$ cat config.mk
export PLATFORM = sky130hd
export DESIGN_NAME = mac_mem_top
export DESIGN_NICKNAME = d
export VERILOG_FILES = /design/src/common/mac_mem_pkg.sv /design/src/common/dl_word_if.sv /design/src/rtl/download/dl_capture.sv /design/src/rtl/download/floppy_status.sv /design/src/rtl/mac_mem_top.sv /design/src/rtl/mem_port.sv /design/src/rtl/reset_seq.sv
export SDC_FILE = /design/constraint.sdc
export NUM_CORES = 1
export LEC_CHECK = 0
export ABC_AREA = 1
export BUFFER_PORTS_ARGS = -buffer_cell sky130_fd_sc_hd__buf_2
export CORE_MARGIN = 2
export CORE_UTILIZATION = 50
export CTS_BUF_LIST = sky130_fd_sc_hd__clkbuf_2
export CTS_CLUSTER_SIZE = 12
export DETAILED_ROUTE_END_ITERATION = 8
export PLACE_DENSITY = 0.81
export SYNTH_ARGS = -nofsm -noshare
export SYNTH_HDL_FRONTEND = slang
export SYNTH_HIERARCHICAL = 1
export SYNTH_SLANG_ARGS = --single-unit
$ cat constraint.sdc
create_clock -name clk_sys -period 2 [get_ports clk_sys]
set_clock_uncertainty 0.1 [all_clocks]
set_input_delay 0 -clock clk_sys [delete_from_list [all_inputs] [get_ports clk_sys]]
set_output_delay 0 -clock clk_sys [all_outputs]
set_load 0.02 [all_outputs]
$ cat src/common/mac_mem_pkg.sv
// shared widths, types and constants for the memory glue
// all sdram addresses count 16-bit words, host loader addresses count bytes
// image sizes assume the classic 400k/800k raw floppy layouts only
`default_nettype none

package mac_mem_pkg;

	// ============================================================
	// widths
	// ============================================================

	// sdram data path
	localparam int word_w       = 16;
	// sdram word address, 32M words reachable
	localparam int sdram_addr_w = 25;
	// chipset byte address, bit 0 picks the byte lane
	localparam int chip_addr_w  = 22;
	// download word address: image index on top, offset below
	localparam int dl_addr_w    = 21;
	localparam int dl_offset_w  = 19;
	// loader file index as sent by the host
	localparam int dl_index_w   = 8;

	// ============================================================
	// types
	// ============================================================

	typedef logic [word_w-1:0]       word_t;
	typedef logic [sdram_addr_w-1:0] sdram_addr_t;
	typedef logic [chip_addr_w-1:0]  chip_addr_t;
	typedef logic [dl_addr_w-1:0]    dl_addr_t;
	typedef logic [dl_index_w-1:0]   dl_index_t;

	// cpu choice, 0 = 68000, 1 = 68010, 2 = 68020 (3 is unused)
	typedef logic [1:0] cpu_sel_t;

	// ============================================================
	// constants
	// ============================================================

	// image lengths in words
	// 819200 bytes double sided, 409600 bytes single sided
	localparam sdram_addr_t img_words_ds = 25'd409600;
	localparam sdram_addr_t img_words_ss = 25'd204800;

	// downloads land above the os rom and ram map
	localparam logic [3:0] dl_region = 4'b0001;

	// rom select bit inside the chipset sdram word address
	// ram and rom share the lower 21 bits
	localparam int rom_region_bit_pos = 21;

	// reset hold in 8 MHz ticks, roughly 8 ms
	localparam logic [15:0] rst_hold_default = 16'd65535;

	// activity led stretch in clk_sys cycles
	localparam logic [19:0] act_hold_default = 20'd500000;

	// loader indices of the two floppy drives
	localparam dl_index_t idx_floppy_int = 8'd1;
	localparam dl_index_t idx_floppy_ext = 8'd2;

endpackage

`default_nettype wire

$ cat src/common/dl_word_if.sv
// one captured download word, handed from capture to the memory port
// no handshake, write is a level that stays up until the slot took it
`timescale 1ns/1ns
`default_nettype none

interface dl_word_if;
	import mac_mem_pkg::*;

	// a download is in progress
	logic     active;
	// word address, image index in the top two bits
	dl_addr_t addr;
	// byte-swapped host word
	word_t    data;
	// pending write level
	logic     write;

	// capture side
	modport src (
		output active,
		output addr,
		output data,
		output write
	);

	// memory port side
	modport dst (
		input active,
		input addr,
		input data,
		input write
	);

endinterface

`default_nettype wire

$ cat src/rtl/download/dl_capture.sv
// captures host loader words and turns them into sdram writes for the download slot
// the host must not pulse ioctl_wr while ioctl_wait is high
// only the low two bits of dl_index reach the word address
`timescale 1ns/1ns
`default_nettype none

module dl_capture (
	input  logic                     clk_sys,
	input  logic                     rst_n,
	input  logic                     ioctl_wr,
	input  mac_mem_pkg::sdram_addr_t ioctl_addr,
	input  mac_mem_pkg::word_t       ioctl_data,
	input  mac_mem_pkg::dl_index_t   dl_index,
	input  logic                     dl_active,
	input  logic                     dl_slot,
	output logic                     ioctl_wait,
	dl_word_if.src                   dl
);
	import mac_mem_pkg::*;

	// number of image index bits kept on top of the word offset
	localparam int idx_bits = dl_addr_w - dl_offset_w;

	// captured word and its address
	dl_addr_t addr_q;
	word_t    data_q;
	// pending write level seen by the memory port
	logic     write_q;
	// dl_slot one cycle back, for the closing edge
	logic     slot_q;
	// falling edge of dl_slot
	logic     slot_fall;

	assign slot_fall = slot_q & ~dl_slot;

	// ============================================================
	// word capture
	// ============================================================

	// host sends little-endian pairs, the 68k wants big-endian
	// byte address to word offset drops bit 0
	always_ff @(posedge clk_sys) begin
		if (ioctl_wr) begin
			data_q <= {ioctl_data[7:0], ioctl_data[15:8]};
			addr_q <= {dl_index[idx_bits-1:0], ioctl_addr[dl_offset_w:1]};
		end
	end

	// ============================================================
	// slot timing and host wait
	// ============================================================

	always_ff @(posedge clk_sys) begin
		if (!rst_n) begin
			ioctl_wait <= 1'b0;
			write_q    <= 1'b0;
			slot_q     <= 1'b0;
		end else begin
			// stall the host as soon as a word arrives
			if (ioctl_wr) begin
				ioctl_wait <= 1'b1;
			end

			slot_q <= dl_slot;

			// write level only moves outside the slot so it is stable during it
			if (!dl_slot) begin
				write_q <= ioctl_wait;
			end

			// a slot with a pending write just closed, word is in memory
			if (slot_fall && write_q) begin
				ioctl_wait <= 1'b0;
			end
		end
	end

	// hand over to the memory port
	assign dl.active = dl_active;
	assign dl.addr   = addr_q;
	assign dl.data   = data_q;
	assign dl.write  = write_q;

endmodule

`default_nettype wire

$ cat src/rtl/download/floppy_status.sv
// floppy image side detection and disk activity led
// image type is judged only from the final length of a download
// index 1 is the internal drive, index 2 the external one
`timescale 1ns/1ns
`default_nettype none

module floppy_status #(
	parameter logic [19:0] act_hold = mac_mem_pkg::act_hold_default
) (
	input  logic                     clk_sys,
	input  logic                     rst_n,
	input  logic                     dl_active,
	input  mac_mem_pkg::dl_index_t   dl_index,
	input  mac_mem_pkg::sdram_addr_t ioctl_addr,
	input  logic [1:0]               disk_eject,
	input  logic [1:0]               disk_act,
	input  logic [1:0]               disk_motor,
	output logic [1:0]               disk_inserted,
	output logic [1:0]               disk_double,
	output logic                     disk_led
);
	import mac_mem_pkg::*;

	// per drive, double and single sided image present
	logic [1:0]  ds_q;
	logic [1:0]  ss_q;
	// dl_active one cycle back
	logic        active_q;
	// download just finished
	logic        dl_done;
	// final length in words, the byte address has one bit too many
	sdram_addr_t word_cnt;
	// activity stretch counter and its output
	logic [19:0] act_cnt;
	logic        act_q;

	assign dl_done  = active_q & ~dl_active;
	assign word_cnt = {1'b0, ioctl_addr[sdram_addr_w-1:1]};

	// ============================================================
	// image side detection
	// ============================================================

	always_ff @(posedge clk_sys) begin
		if (!rst_n) begin
			active_q <= 1'b0;
			ds_q     <= 2'b00;
			ss_q     <= 2'b00;
		end else begin
			active_q <= dl_active;
			for (int i = 0; i < 2; i++) begin
				if (dl_done && dl_index == (i == 0 ? idx_floppy_int : idx_floppy_ext)) begin
					ds_q[i] <= (word_cnt == img_words_ds);
					ss_q[i] <= (word_cnt == img_words_ss);
				end
				// eject from the os wins over a finishing download
				if (disk_eject[i]) begin
					ds_q[i] <= 1'b0;
					ss_q[i] <= 1'b0;
				end
			end
		end
	end

	// unknown lengths leave the drive empty
	assign disk_inserted = ds_q | ss_q;
	assign disk_double   = ds_q;

	// ============================================================
	// activity led
	// ============================================================

	// every pulse restarts the stretch
	always_ff @(posedge clk_sys) begin
		if (!rst_n) begin
			act_cnt <= 20'd0;
			act_q   <= 1'b0;
		end else begin
			act_q <= (act_cnt != 20'd0);
			if (|disk_act) begin
				act_cnt <= act_hold;
			end else if (act_cnt != 20'd0) begin
				act_cnt <= act_cnt - 20'd1;
			end
		end
	end

	// running motor turns the led on, activity blinks it off
	assign disk_led = dl_active | (act_q ^ |disk_motor);

endmodule

`default_nettype wire

$ cat src/rtl/mac_mem_top.sv
// memory and housekeeping glue between the core, the host loader and sdram
// download capture feeds the memory port, reset and floppy status run beside
`timescale 1ns/1ns
`default_nettype none

module mac_mem_top #(
	parameter logic [15:0] hold_ticks = mac_mem_pkg::rst_hold_default,
	parameter logic [19:0] act_hold   = mac_mem_pkg::act_hold_default
) (
	input  logic                     clk_sys,
	input  logic                     rst_n,
	// reset sources and configuration
	input  logic                     tick_8m,
	input  logic                     menu_reset,
	input  logic                     cpu_reset_n,
	input  logic                     mem_4mb_req,
	input  mac_mem_pkg::cpu_sel_t    cpu_req,
	output logic                     sys_reset_n,
	output logic                     mem_4mb,
	output mac_mem_pkg::cpu_sel_t    cpu_sel,
	// host loader
	input  logic                     ioctl_wr,
	input  mac_mem_pkg::sdram_addr_t ioctl_addr,
	input  mac_mem_pkg::word_t       ioctl_data,
	input  mac_mem_pkg::dl_index_t   dl_index,
	input  logic                     dl_active,
	input  logic                     dl_slot,
	output logic                     ioctl_wait,
	// chipset request
	input  mac_mem_pkg::chip_addr_t  chip_addr,
	input  mac_mem_pkg::word_t       chip_wdata,
	input  logic                     uds_n,
	input  logic                     lds_n,
	input  logic                     ram_we_n,
	input  logic                     ram_oe_n,
	input  logic                     rom_oe_n,
	input  logic                     disk_ack,
	output mac_mem_pkg::word_t       cpu_rdata,
	// sdram request
	input  mac_mem_pkg::word_t       sdram_rdata,
	output mac_mem_pkg::sdram_addr_t mem_addr,
	output mac_mem_pkg::word_t       mem_wdata,
	output logic [1:0]               mem_ds,
	output logic                     mem_we,
	output logic                     mem_oe,
	// floppy drives
	input  logic [1:0]               disk_eject,
	input  logic [1:0]               disk_act,
	input  logic [1:0]               disk_motor,
	output logic [1:0]               disk_inserted,
	output logic [1:0]               disk_double,
	output logic                     disk_led
);

	// captured download word
	dl_word_if dl_bus ();

	reset_seq #(.hold_ticks(hold_ticks)) u_reset_seq (
		.clk_sys     (clk_sys),
		.rst_n       (rst_n),
		.tick_8m     (tick_8m),
		.menu_reset  (menu_reset),
		.cpu_reset_n (cpu_reset_n),
		.mem_4mb_req (mem_4mb_req),
		.cpu_req     (cpu_req),
		.sys_reset_n (sys_reset_n),
		.mem_4mb     (mem_4mb),
		.cpu_sel     (cpu_sel)
	);

	dl_capture u_dl_capture (
		.clk_sys    (clk_sys),
		.rst_n      (rst_n),
		.ioctl_wr   (ioctl_wr),
		.ioctl_addr (ioctl_addr),
		.ioctl_data (ioctl_data),
		.dl_index   (dl_index),
		.dl_active  (dl_active),
		.dl_slot    (dl_slot),
		.ioctl_wait (ioctl_wait),
		.dl         (dl_bus.src)
	);

	mem_port u_mem_port (
		.dl          (dl_bus.dst),
		.dl_slot     (dl_slot),
		.chip_addr   (chip_addr),
		.chip_wdata  (chip_wdata),
		.uds_n       (uds_n),
		.lds_n       (lds_n),
		.ram_we_n    (ram_we_n),
		.ram_oe_n    (ram_oe_n),
		.rom_oe_n    (rom_oe_n),
		.disk_ack    (disk_ack),
		.sdram_rdata (sdram_rdata),
		.mem_addr    (mem_addr),
		.mem_wdata   (mem_wdata),
		.mem_ds      (mem_ds),
		.mem_we      (mem_we),
		.mem_oe      (mem_oe),
		.cpu_rdata   (cpu_rdata)
	);

	// side detection reads the final loader address directly
	floppy_status #(.act_hold(act_hold)) u_floppy_status (
		.clk_sys       (clk_sys),
		.rst_n         (rst_n),
		.dl_active     (dl_active),
		.dl_index      (dl_index),
		.ioctl_addr    (ioctl_addr),
		.disk_eject    (disk_eject),
		.disk_act      (disk_act),
		.disk_motor    (disk_motor),
		.disk_inserted (disk_inserted),
		.disk_double   (disk_double),
		.disk_led      (disk_led)
	);

endmodule

`default_nettype wire

$ cat src/rtl/mem_port.sv
// picks the sdram request source and shapes the read data for the chipset
// purely combinational, no latency
// disk image reads are assumed byte wide, chip_addr bit 0 picks the lane
`timescale 1ns/1ns
`default_nettype none

module mem_port (
	dl_word_if.dst                   dl,
	input  logic                     dl_slot,
	input  mac_mem_pkg::chip_addr_t  chip_addr,
	input  mac_mem_pkg::word_t       chip_wdata,
	input  logic                     uds_n,
	input  logic                     lds_n,
	input  logic                     ram_we_n,
	input  logic                     ram_oe_n,
	input  logic                     rom_oe_n,
	input  logic                     disk_ack,
	input  mac_mem_pkg::word_t       sdram_rdata,
	output mac_mem_pkg::sdram_addr_t mem_addr,
	output mac_mem_pkg::word_t       mem_wdata,
	output logic [1:0]               mem_ds,
	output logic                     mem_we,
	output logic                     mem_oe,
	output mac_mem_pkg::word_t       cpu_rdata
);
	import mac_mem_pkg::*;

	// download owns the bus only inside its slot
	logic        dl_cycle;
	// chipset byte address mapped to an sdram word address
	sdram_addr_t chip_map;
	// byte lane of a disk read copied into both halves
	word_t       disk_byte;

	assign dl_cycle = dl.active & dl_slot;

	// ============================================================
	// request select
	// ============================================================

	// ram and rom share the word offset, the rom bit splits them
	always_comb begin
		chip_map                           = '0;
		chip_map[rom_region_bit_pos-1:0]   = chip_addr[rom_region_bit_pos:1];
		chip_map[rom_region_bit_pos]       = ~rom_oe_n;
	end

	// downloads write whole words and never read
	assign mem_addr  = dl_cycle ? {dl_region, dl.addr} : chip_map;
	assign mem_wdata = dl_cycle ? dl.data : chip_wdata;
	assign mem_ds    = dl_cycle ? 2'b11 : {~uds_n, ~lds_n};
	assign mem_we    = dl_cycle ? dl.write : ~ram_we_n;
	assign mem_oe    = dl_cycle ? 1'b0 : (~ram_oe_n | ~rom_oe_n);

	// ============================================================
	// read data shaping
	// ============================================================

	// odd address takes the low byte, as on the 68k bus
	assign disk_byte = chip_addr[0] ? {sdram_rdata[7:0], sdram_rdata[7:0]}
	                                : {sdram_rdata[15:8], sdram_rdata[15:8]};

	// all ones keeps the screen black while a download runs
	always_comb begin
		if (dl_cycle) begin
			cpu_rdata = '1;
		end else if (disk_ack) begin
			cpu_rdata = disk_byte;
		end else begin
			cpu_rdata = sdram_rdata;
		end
	end

endmodule

`default_nettype wire

$ cat src/rtl/reset_seq.sv
// merges the reset sources and holds the system in reset for hold_ticks 8 MHz ticks
// tick_8m is a one-cycle strobe on clk_sys, sources are only sampled on ticks
// memory size and cpu choice only change while the hold counter runs
`timescale 1ns/1ns
`default_nettype none

module reset_seq #(
	parameter logic [15:0] hold_ticks = mac_mem_pkg::rst_hold_default
) (
	input  logic                  clk_sys,
	input  logic                  rst_n,
	input  logic                  tick_8m,
	input  logic                  menu_reset,
	input  logic                  cpu_reset_n,
	input  logic                  mem_4mb_req,
	input  mac_mem_pkg::cpu_sel_t cpu_req,
	output logic                  sys_reset_n,
	output logic                  mem_4mb,
	output mac_mem_pkg::cpu_sel_t cpu_sel
);

	// hold counter, counts ticks down to zero
	logic [15:0] hold_cnt;
	// any source asking for reset right now
	logic        src_active;
	// counter still running
	logic        holding;

	assign src_active = menu_reset | ~cpu_reset_n;
	assign holding    = (hold_cnt != 16'd0);

	// ============================================================
	// hold counter and release
	// ============================================================

	always_ff @(posedge clk_sys) begin
		if (!rst_n) begin
			// power-on behaves like a source that just went away
			hold_cnt    <= hold_ticks;
			sys_reset_n <= 1'b0;
		end else if (tick_8m) begin
			if (src_active) begin
				// restart the full hold on every active tick
				hold_cnt    <= hold_ticks;
				sys_reset_n <= 1'b0;
			end else if (holding) begin
				hold_cnt <= hold_cnt - 16'd1;
			end else begin
				// counter empty, one extra tick before release
				sys_reset_n <= 1'b1;
			end
		end
	end

	// ============================================================
	// configuration latch
	// ============================================================

	// copied only while counting down so the cpu never sees a change mid-run
	always_ff @(posedge clk_sys) begin
		if (tick_8m && !src_active && holding) begin
			mem_4mb <= mem_4mb_req;
			cpu_sel <= cpu_req;
		end
	end

endmodule

`default_nettype wire
==> impl_metrics.yaml, run 1 <==
final_layout:
  syn_to_final_growth_pct: 35.5
  design_area_um2: 6890
  mostFrequentLayoutCells: "nand2_1, buf_2, nor2_1"
  final_common_cell: "nand2_1"
  nets: 1110
  layout-drive-gt1-share_pct: 27.0
  fin_cells: 1122
yosys:
  synth_area_um2: 5080
  synth_edf_count: 40
  synth_flop_cell: "dfxtp_1"
  yosys_warnings: 6
  yosysTopAreaCellShare_pct: 23.6
  synth_cell_types: 35
  synthArstFlopShare_pct: 0
  avgSynthCellArea_um2: 7.00
  synth-seq-cells: 86
  syn_inst: 726
  synth_area_leaders: "edfxtp_1, nand2_1, dfxtp_1"
  yosysTopAreaCell: "edfxtp_1"
  yosysSeqAreaShare_pct: 41.7
route:
  routed_wl_um: 15300
  vias: 5639
  final_antenna_net_count: 0
  vias_per_cell: 5.03
  drtIter0Drc: 475
  drc: 0
  dr.pass1.iters: 5
  routedWlPerCell_um: 13.7
clock_tree:
  clkSlewWorstSetupHoldPaths_ps: 280
  root_buffer: "clkbuf_2"
  clk_latency_ps: 550
  htree_levels: 3
  post_cts_buffers: 0
  cts_tree: "yes"
  max-clock-path-buffers: 2
  cts_buffers: 9
  cts_sinks: 86
setup_path:
  cp-start-kind: "input pin"
  path_class: "in -> reg"
  path_max_fanout: 2
  required_ps: 2410
  worst_setup_path_end_kind: "flip-flop"
  crit_arrival_ps: 2390
floorplanning:
  die_area_um2: 11000
  start_util_pct: 51.8
  die_h_um: 105
  num_rows: 36
  die_w_um: 105
  num_io_pins: 197
  core_area_um2: 9820
grt:
  overflow: 0
  track_usage_pct: 27.2
  grt_antenna_before_repair: 3
  grt_pass1_wl_um: 24400
  grt_start_max_net_pins: 56
  grt_pass1_vias: 5361
pwr:
  pwr-share-clk_pct: 21.5
  comb_power_share_pct: 26.4
  switchingPower_mw: 1.32
  total_power_mw: 3.86
  pwr-share-seq_pct: 52.1
  p_leak_nw: 3.59
  powerDensity_nw_per_um2: 561
  ir_worst_vdd_v: 0.000342
  intPower_mw: 2.54
  swShare_pct: 34.2
place:
  dp_cells: 1034
  gp_congestion: 0.898
  io_buffers: 192
  hpwl_um: 10000
  place_area_um2: 6070
sta:
  setup_viol: 0
  maxSlewViolCount: 0
  finalHoldViolations: 0
  tightest_slew_ps: 834
  post-route-period-util_pct: 99.0
  max_clock_freq_ghz: 0.505
  relSlewSlack_pct: 44.4
  whs_ps: 53.0
  fin_crit_ps: 1980
job:
  cap_violations: 0
hold_path:
  hold_class: "in -> reg"
run_status:
  outcome: "finished, final reports clean"
==> metal layers <==
| metal | track usage (%) | share of wire, % |
|---|---|---|
| met1 | 30.3 | 38 |
| met4 | 16.5 | 5.9 |
| met3 | 4.93 | 6.9 |
| met5 | 0 | 0 |
| met2 | 47.9 | 49 |
==> worst max-delay path, stage by stage <==
cell           delay (ps)
dlygate4sd3_1         540
buf_2                 130
inv_1                  90
nand4_1               110
dlygate4sd3_1         580
nor3_2                170
dlygate4sd3_1         570
nand2_1                60
a21oi_1               130
==> through the flow <==
stage | util (%) | worst slack [ps] | TNS, ps
finish | 70.2 | 19.8 | 0
global route | 70.2 | -4.82 | -4.82
global placement | 61.8 | 285 | 0
floorplan | - | 428 | 0
detailed placement | 61.8 | 212 | 0
CTS | 69.9 | 15.1 | 0
==> power groups by stage <==
stage | logic [mW] | clock network [mW] | registers (mW)
global placement | 0.887 | 0 | 2.05
detailed placement | 0.901 | 0 | 2.05
finish | 1.02 | 0.829 | 2.01
global route | 1.12 | 0.905 | 2.03
floorplan | 0.594 | 0 | 2.04
CTS | 0.999 | 0.852 | 2.01
==> cell usage after synthesis, types with 3 or more instances <==
master and n:
inv_2 4, nor2_2 13, o21ai_0 9, buf_4 7
inv_1 79, buf_2 5, xnor2_1 3, nand3b_1 3
nor3_1 5, nand4_1 9, dfxtp_1 46, edfxtp_1 40
nor2_4 9, xor2_1 4, nand2_4 3, nand3_1 60
nor2_1 98, nand2_2 8, nand3_2 5, ha_1 3
a21oi_1 17, or2_2 4, nand2_1 269, buf_6 8
==> registers in the layout (all words and copies together), names as in the netlist, 2 cells and up <==
register and count:
u_reset_seq/cpu_sel 2, u_dl_capture/dl.addr 21, u_floppy_status/act_cnt 20, u_reset_seq/hold_cnt 16, u_dl_capture/dl.data 16, u_floppy_status/ss_q 2, u_floppy_status/disk_double 2
==> area by class of cell <==
class | instances | area (um2)
sequential | 86 | 2120
fill | 781 | 2930
multi-input combinational | 535 | 2490
tap | 133 | 166
timing repair buffer | 264 | 1670
antenna | 3 | 7.51
inverter | 85 | 324
clock buffer | 9 | 45.0
clock inverter | 7 | 57.6
==> worst paths after layout <==
check | startpoint | endpoint | slack, ps | cells after the start
min | ioctl_data[5] | u_dl_capture/dl.data[13] | 50 | 2
max | ioctl_addr[23] | u_floppy_status/ss_q[1] | 20 | 9
min reg2reg | u_floppy_status/act_cnt[0] | u_floppy_status/act_cnt[0] | 410 | 2
max reg2reg | u_reset_seq/hold_cnt[0] | u_reset_seq/sys_reset_n | 60 | 7
==> cell families after synthesis <==
logic type	Yosys count	share of synthesized area (%)
adder cells (fa/ha/maj)	3	0.738
buffers and inverters	107	9.82
AND/OR/NAND/NOR	491	43.2
flip-flops	86	41.7
XOR/XNOR	7	1.21
other	1	0.0737
AO/OA/AOI/OAI	31	3.27
==> what timing repair did <==
item / in CTS / in global routing
hold endpoints to repair: 115 / 9
hold buffers: 69 / 1
setup endpoints to repair: 0 / 2
resized for setup: 0 / 5
No activity file was read; power rests on OpenSTA's default activity.
==> run 2, diff against run 1 <==
Settings changed: CELL_PAD_IN_SITES_DETAIL_PLACEMENT from default to 2, CELL_PAD_IN_SITES_GLOBAL_PLACEMENT from default to 2, CORE_UTILIZATION 50 to 26, PLACE_DENSITY 0.81 to 0.8.
==> impl_metrics.yaml, run 2 (synthesis results as in run 1) <==
clock_tree:
  cts_buffers: 9
  clkSlewWorstSetupHoldPaths_ps: 270
  cts_tree: "yes"
  clk_latency_ps: 660
  root_buffer: "clkbuf_2"
  cts_sinks: 86
  max-clock-path-buffers: 2
  htree_levels: 3
job:
  cap_violations: 0
final_layout:
  design_area_um2: 7550
  layout-drive-gt1-share_pct: 26.0
  nets: 1157
  largest_reg_flops: 21
  mostFrequentLayoutCells: "nand2_1, buf_2, dlygate4sd3_1"
  syn_to_final_growth_pct: 48.4
  final_util_pct: 39.0
  final_common_cell: "nand2_1"
  fin_cells: 1300
floorplanning:
  die_area_um2: 20700
  start_util_pct: 26.3
  num_rows: 51
  num_io_pins: 197
  die_w_um: 144
  die_h_um: 144
  core_area_um2: 19300
route:
  vias_per_cell: 4.55
  drtIter0Drc: 148
  routed_wl_um: 22600
  vias: 5914
  dr.pass1.iters: 4
  final_antenna_net_count: 0
  drc: 0
  routedWlPerCell_um: 17.4
sta:
  setup_viol: 0
  setup_tns_ps: 0
  maxSlewViolCount: 0
  post-route-period-util_pct: 94.6
  finalHoldViolations: 0
  fin_crit_ps: 1890
  max_clock_freq_ghz: 0.529
pwr:
  swShare_pct: 34.6
  switchingPower_mw: 1.50
  powerDensity_nw_per_um2: 576
  intPower_mw: 2.85
  p_leak_nw: 3.83
  pwr-share-clk_pct: 26.7
  pwr-share-seq_pct: 46.6
  ir_worst_vdd_v: 0.000252
  comb_power_share_pct: 26.7
run_status:
  outcome: "finished, final reports clean"
grt:
  grt_antenna_before_repair: 2
  grt_start_max_net_pins: 51
  overflow: 0
  track_usage_pct: 21.7
  grt_pass1_wl_um: 34300
  grt_pass1_vias: 6485
hold_path:
  hold_class: "in -> reg"
setup_path:
  cp-start-kind: "flip-flop"
  crit_arrival_ps: 2370
  required_ps: 2480
  path_max_fanout: 3
  worst_setup_path_end_kind: "flip-flop"
  path_class: "reg -> reg"
place:
  gp_congestion: 0.781
  place_area_um2: 6270
  io_buffers: 192
  hpwl_um: 14100
  dp_cells: 1169
[run 2: cell types whose count changed in the layout (fill, tap and decap cells not counted), sizes merged]
| cell | previous run | this run |
|---|---|---|
| buf | 195 | 199 |
| clkinvlp | 1 | 0 |
| dlygate4sd3 | 69 | 112 |
| diode | 3 | 2 |
| bufinv | 0 | 2 |
| clkinv | 4 | 3 |
[run 2: layout make-up]
class | count | area, um2
fillers | 2276 | 11800
diodes | 2 | 5.00
flip-flops and latches | 86 | 2120
repair buffers | 311 | 2150
inverters | 85 | 327
clock inverters | 7 | 95.1
clock buffers | 9 | 45.0
multi-input cells | 535 | 2480
well taps | 265 | 332
[run 2: repair_timing]
action / 4_1_cts / 5_1_grt
setup buffers: 0 / 1
gates resized for setup: 0 / 3
hold buffers: 109 / 4
endpoints found under the setup margin: 0 / 2
endpoints found under the hold margin: 125 / 3
[run 2: worst paths after layout]
path                                                from                              to  slack (ps)  cells after the start
worst max register to register  u_floppy_status/active_q  u_floppy_status/disk_double[0]         110                      8
worst min register to register   u_reset_seq/sys_reset_n         u_reset_seq/sys_reset_n         380                      2
worst max-delay path            u_floppy_status/active_q  u_floppy_status/disk_double[0]         110                      8
worst min-delay path                      ioctl_addr[15]        u_dl_capture/dl.addr[14]          60                      2
[run 2: routing by layer]
metal | routed length [um] | track usage, % | vias to the layer above
met5 | 0 | 0 | -
met3 | 1120 | 3.83 | 43
met2 | 11700 | 40.7 | 184
li1 | - | - | 2860
met4 | 763 | 9.29 | 0
met1 | 9090 | 23.9 | 2827
[run 2: power groups by stage]
| stage | sequential, mW | clock [mW] | combinational (mW) |
|---|---|---|---|
| 4_1_cts | 2.02 | 1.18 | 1.12 |
| 6_report | 2.03 | 1.16 | 1.16 |
| 3_5_place_dp | 2.06 | 0 | 0.964 |
| 2_1_floorplan | 2.04 | 0 | 0.594 |
| 5_1_grt | 2.04 | 1.27 | 1.28 |
| 3_3_place_gp | 2.05 | 0 | 0.934 |
[run 2: stage by stage]
stage / power, mW / setup slack [ps] / hold WS, ps
floorplan: 2.63 / 428 / -15.9
global placement: 2.98 / 312 / 76.1
detailed placement: 3.02 / 253 / 78.4
CTS: 4.33 / 94.0 / 2.45
global route: 4.59 / -34.3 / 8.70
finish: 4.35 / 108 / 60.5
[run 2: critical path: stages, from the launching register on]
cell           delay, ps
dfxtp_1              370
inv_1                 30
nor2_1               120
nand2_1               80
nor3_1               250
dlygate4sd3_1        690
o21a_1               130
nand2_1               50
inv_1                 60
==> run 3, diff against run 2 <==
Settings changed: CORE_UTILIZATION 26 to 29, PLACE_DENSITY 0.8 to 0.88.
Clock period 2 ns to 2.4 ns, I/O delays scaled along.
==> impl_metrics.yaml, run 3 (synthesis results as in run 1) <==
setup_path:
  path_max_fanout: 10
  cp-start-kind: "input pin"
  required_ps: 2780
  regToRegSetupSlack_ps: 130
  crit_arrival_ps: 2700
  rr_startpoint: "u_floppy_status/active_q"
  r2r_end: "u_floppy_status/ss_q[1]"
  worst_setup_path_end_kind: "flip-flop"
  rr_worst_depth: 9
  path_class: "in -> reg"
final_layout:
  syn_to_final_growth_pct: 45.0
  mostFrequentLayoutCells: "nand2_1, buf_2, dlygate4sd3_1"
  fillers: 2029
  final_common_cell: "nand2_1"
  final_util_pct: 42.8
  nets: 1146
  seq_area_um2: 2120
  fin_cells: 1254
  layout-drive-gt1-share_pct: 26.0
  largest_reg_flops: 21
  multiInputGateArea_um2: 2490
grt:
  grt_antenna_before_repair: 6
  grt_pass1_wl_um: 35900
  grt_start_max_net_pins: 56
  track_usage_pct: 25.2
  grt_pass1_vias: 6700
  overflow: 0
hold_path:
  min_from: "ioctl_addr[5]"
  hold_end: "u_dl_capture/dl.addr[4]"
  hold_path_depth: 2
  hold_class: "in -> reg"
floorplanning:
  num_rows: 48
  die_w_um: 136
  start_util_pct: 29.5
  die_area_um2: 18600
  die_h_um: 136
  num_io_pins: 197
  core_area_um2: 17200
pwr:
  powerDensity_nw_per_um2: 470
  p_leak_nw: 3.74
  ir_worst_vdd_v: 0.000275
route:
  routedWlPerCell_um: 19.0
  drc: 0
  final_antenna_net_count: 0
  vias: 5961
  vias_per_cell: 4.75
  drtIter0Drc: 200
  routed_wl_um: 23800
  dr.pass1.iters: 4
sta:
  post-route-period-util_pct: 96.5
  maxSlewViolCount: 0
  relSlewSlack_pct: 37.4
  tightest_slew_ps: 938
  max_clock_freq_ghz: 0.432
  fin_crit_ps: 2320
  finalHoldViolations: 0
  setup_viol: 0
place:
  dp_cells: 1126
  io_buffers: 192
  gp_congestion: 0.789
  hpwl_um: 13900
clock_tree:
  clkSlewWorstSetupHoldPaths_ps: 280
  clk_latency_ps: 590
  root_buffer: "clkbuf_2"
  cts_buffers: 9
  cts_sinks: 86
  max-clock-path-buffers: 2
  htree_levels: 3
  cts_tree: "yes"
run_status:
  outcome: "finished, final reports clean"
job:
  cap_violations: 0
run 3: changes by cell type in the layout (fill, tap and decap cells not counted), sizes merged:
cell,change
dlygate4sd3,-7
bufinv,-1
buf,-4
inv,-2
clkinvlp,+1
diode,+5
clkbuf,+2
run 3: cell type report:
cell class              count  area share (%)
inverters                  85            4.39
repair buffers            300            27.6
diodes                      7           0.238
flip-flops and latches     86            28.8
clock buffers              11           0.747
multi-input cells         535            33.7
clock inverters             5           0.696
well taps                 225            3.82
run 3: timing repair:
action,4_1_cts,5_1_grt
endpoints found under the hold margin,123,4
gates resized for setup,0,4
setup buffers,0,0
setup endpoints to repair,0,4
hold buffers,103,3
run 3: worst max-delay path by stage:
stage / start / endpoint / cells after the start
after floorplan: u_reset_seq/hold_cnt[0] / u_reset_seq/hold_cnt[11] / 10
after global placement: u_reset_seq/hold_cnt[0] / u_reset_seq/hold_cnt[12] / 9
after detailed placement: u_reset_seq/hold_cnt[0] / u_reset_seq/hold_cnt[12] / 9
after CTS: dl_index[3] / u_floppy_status/ss_q[1] / 11
after global routing: u_floppy_status/active_q / u_floppy_status/ss_q[1] / 10
final: rst_n / u_floppy_status/ss_q[1] / 9
run 3: layer usage:
layer | share of wire (%) | up-vias | track usage (%)
met4 | 4.3 | 0 | 12.4
li1 | - | 2842 | -
met5 | 0 | - | 0
met2 | 54 | 181 | 48.3
met3 | 5.0 | 56 | 4.70
met1 | 37 | 2882 | 26.0
run 3: critical path, cell delays in order:
cell and delay [ps]:
dlygate4sd3_1 540, buf_2 140, inv_2 170, nor2_2 50, dlygate4sd3_1 570, nand2_1 70
dlygate4sd3_1 560, a21oi_1 50, dlygate4sd3_1 550
run 3: power breakdown:
group          internal (mW)  switching, mW  total (mW)
combinational          0.381          0.590       0.971
clock                  0.242          0.560       0.802
sequential              1.63         0.0653        1.69
run 3: per-stage QoR:
stage                     power, mW  setup TNS [ps]  cell area (um2)  hold WS, ps  setup slack, ps
after global routing           3.65           -4.48             7370         20.3            -4.48
after floorplan                2.19               0             5090        -15.9              828
after detailed placement       2.51               0             6180         78.3              514
after CTS                      3.42               0             7320         1.83             27.0
final                          3.47               0             7370         53.6             83.8
after global placement         2.47               0             6180         76.2              629
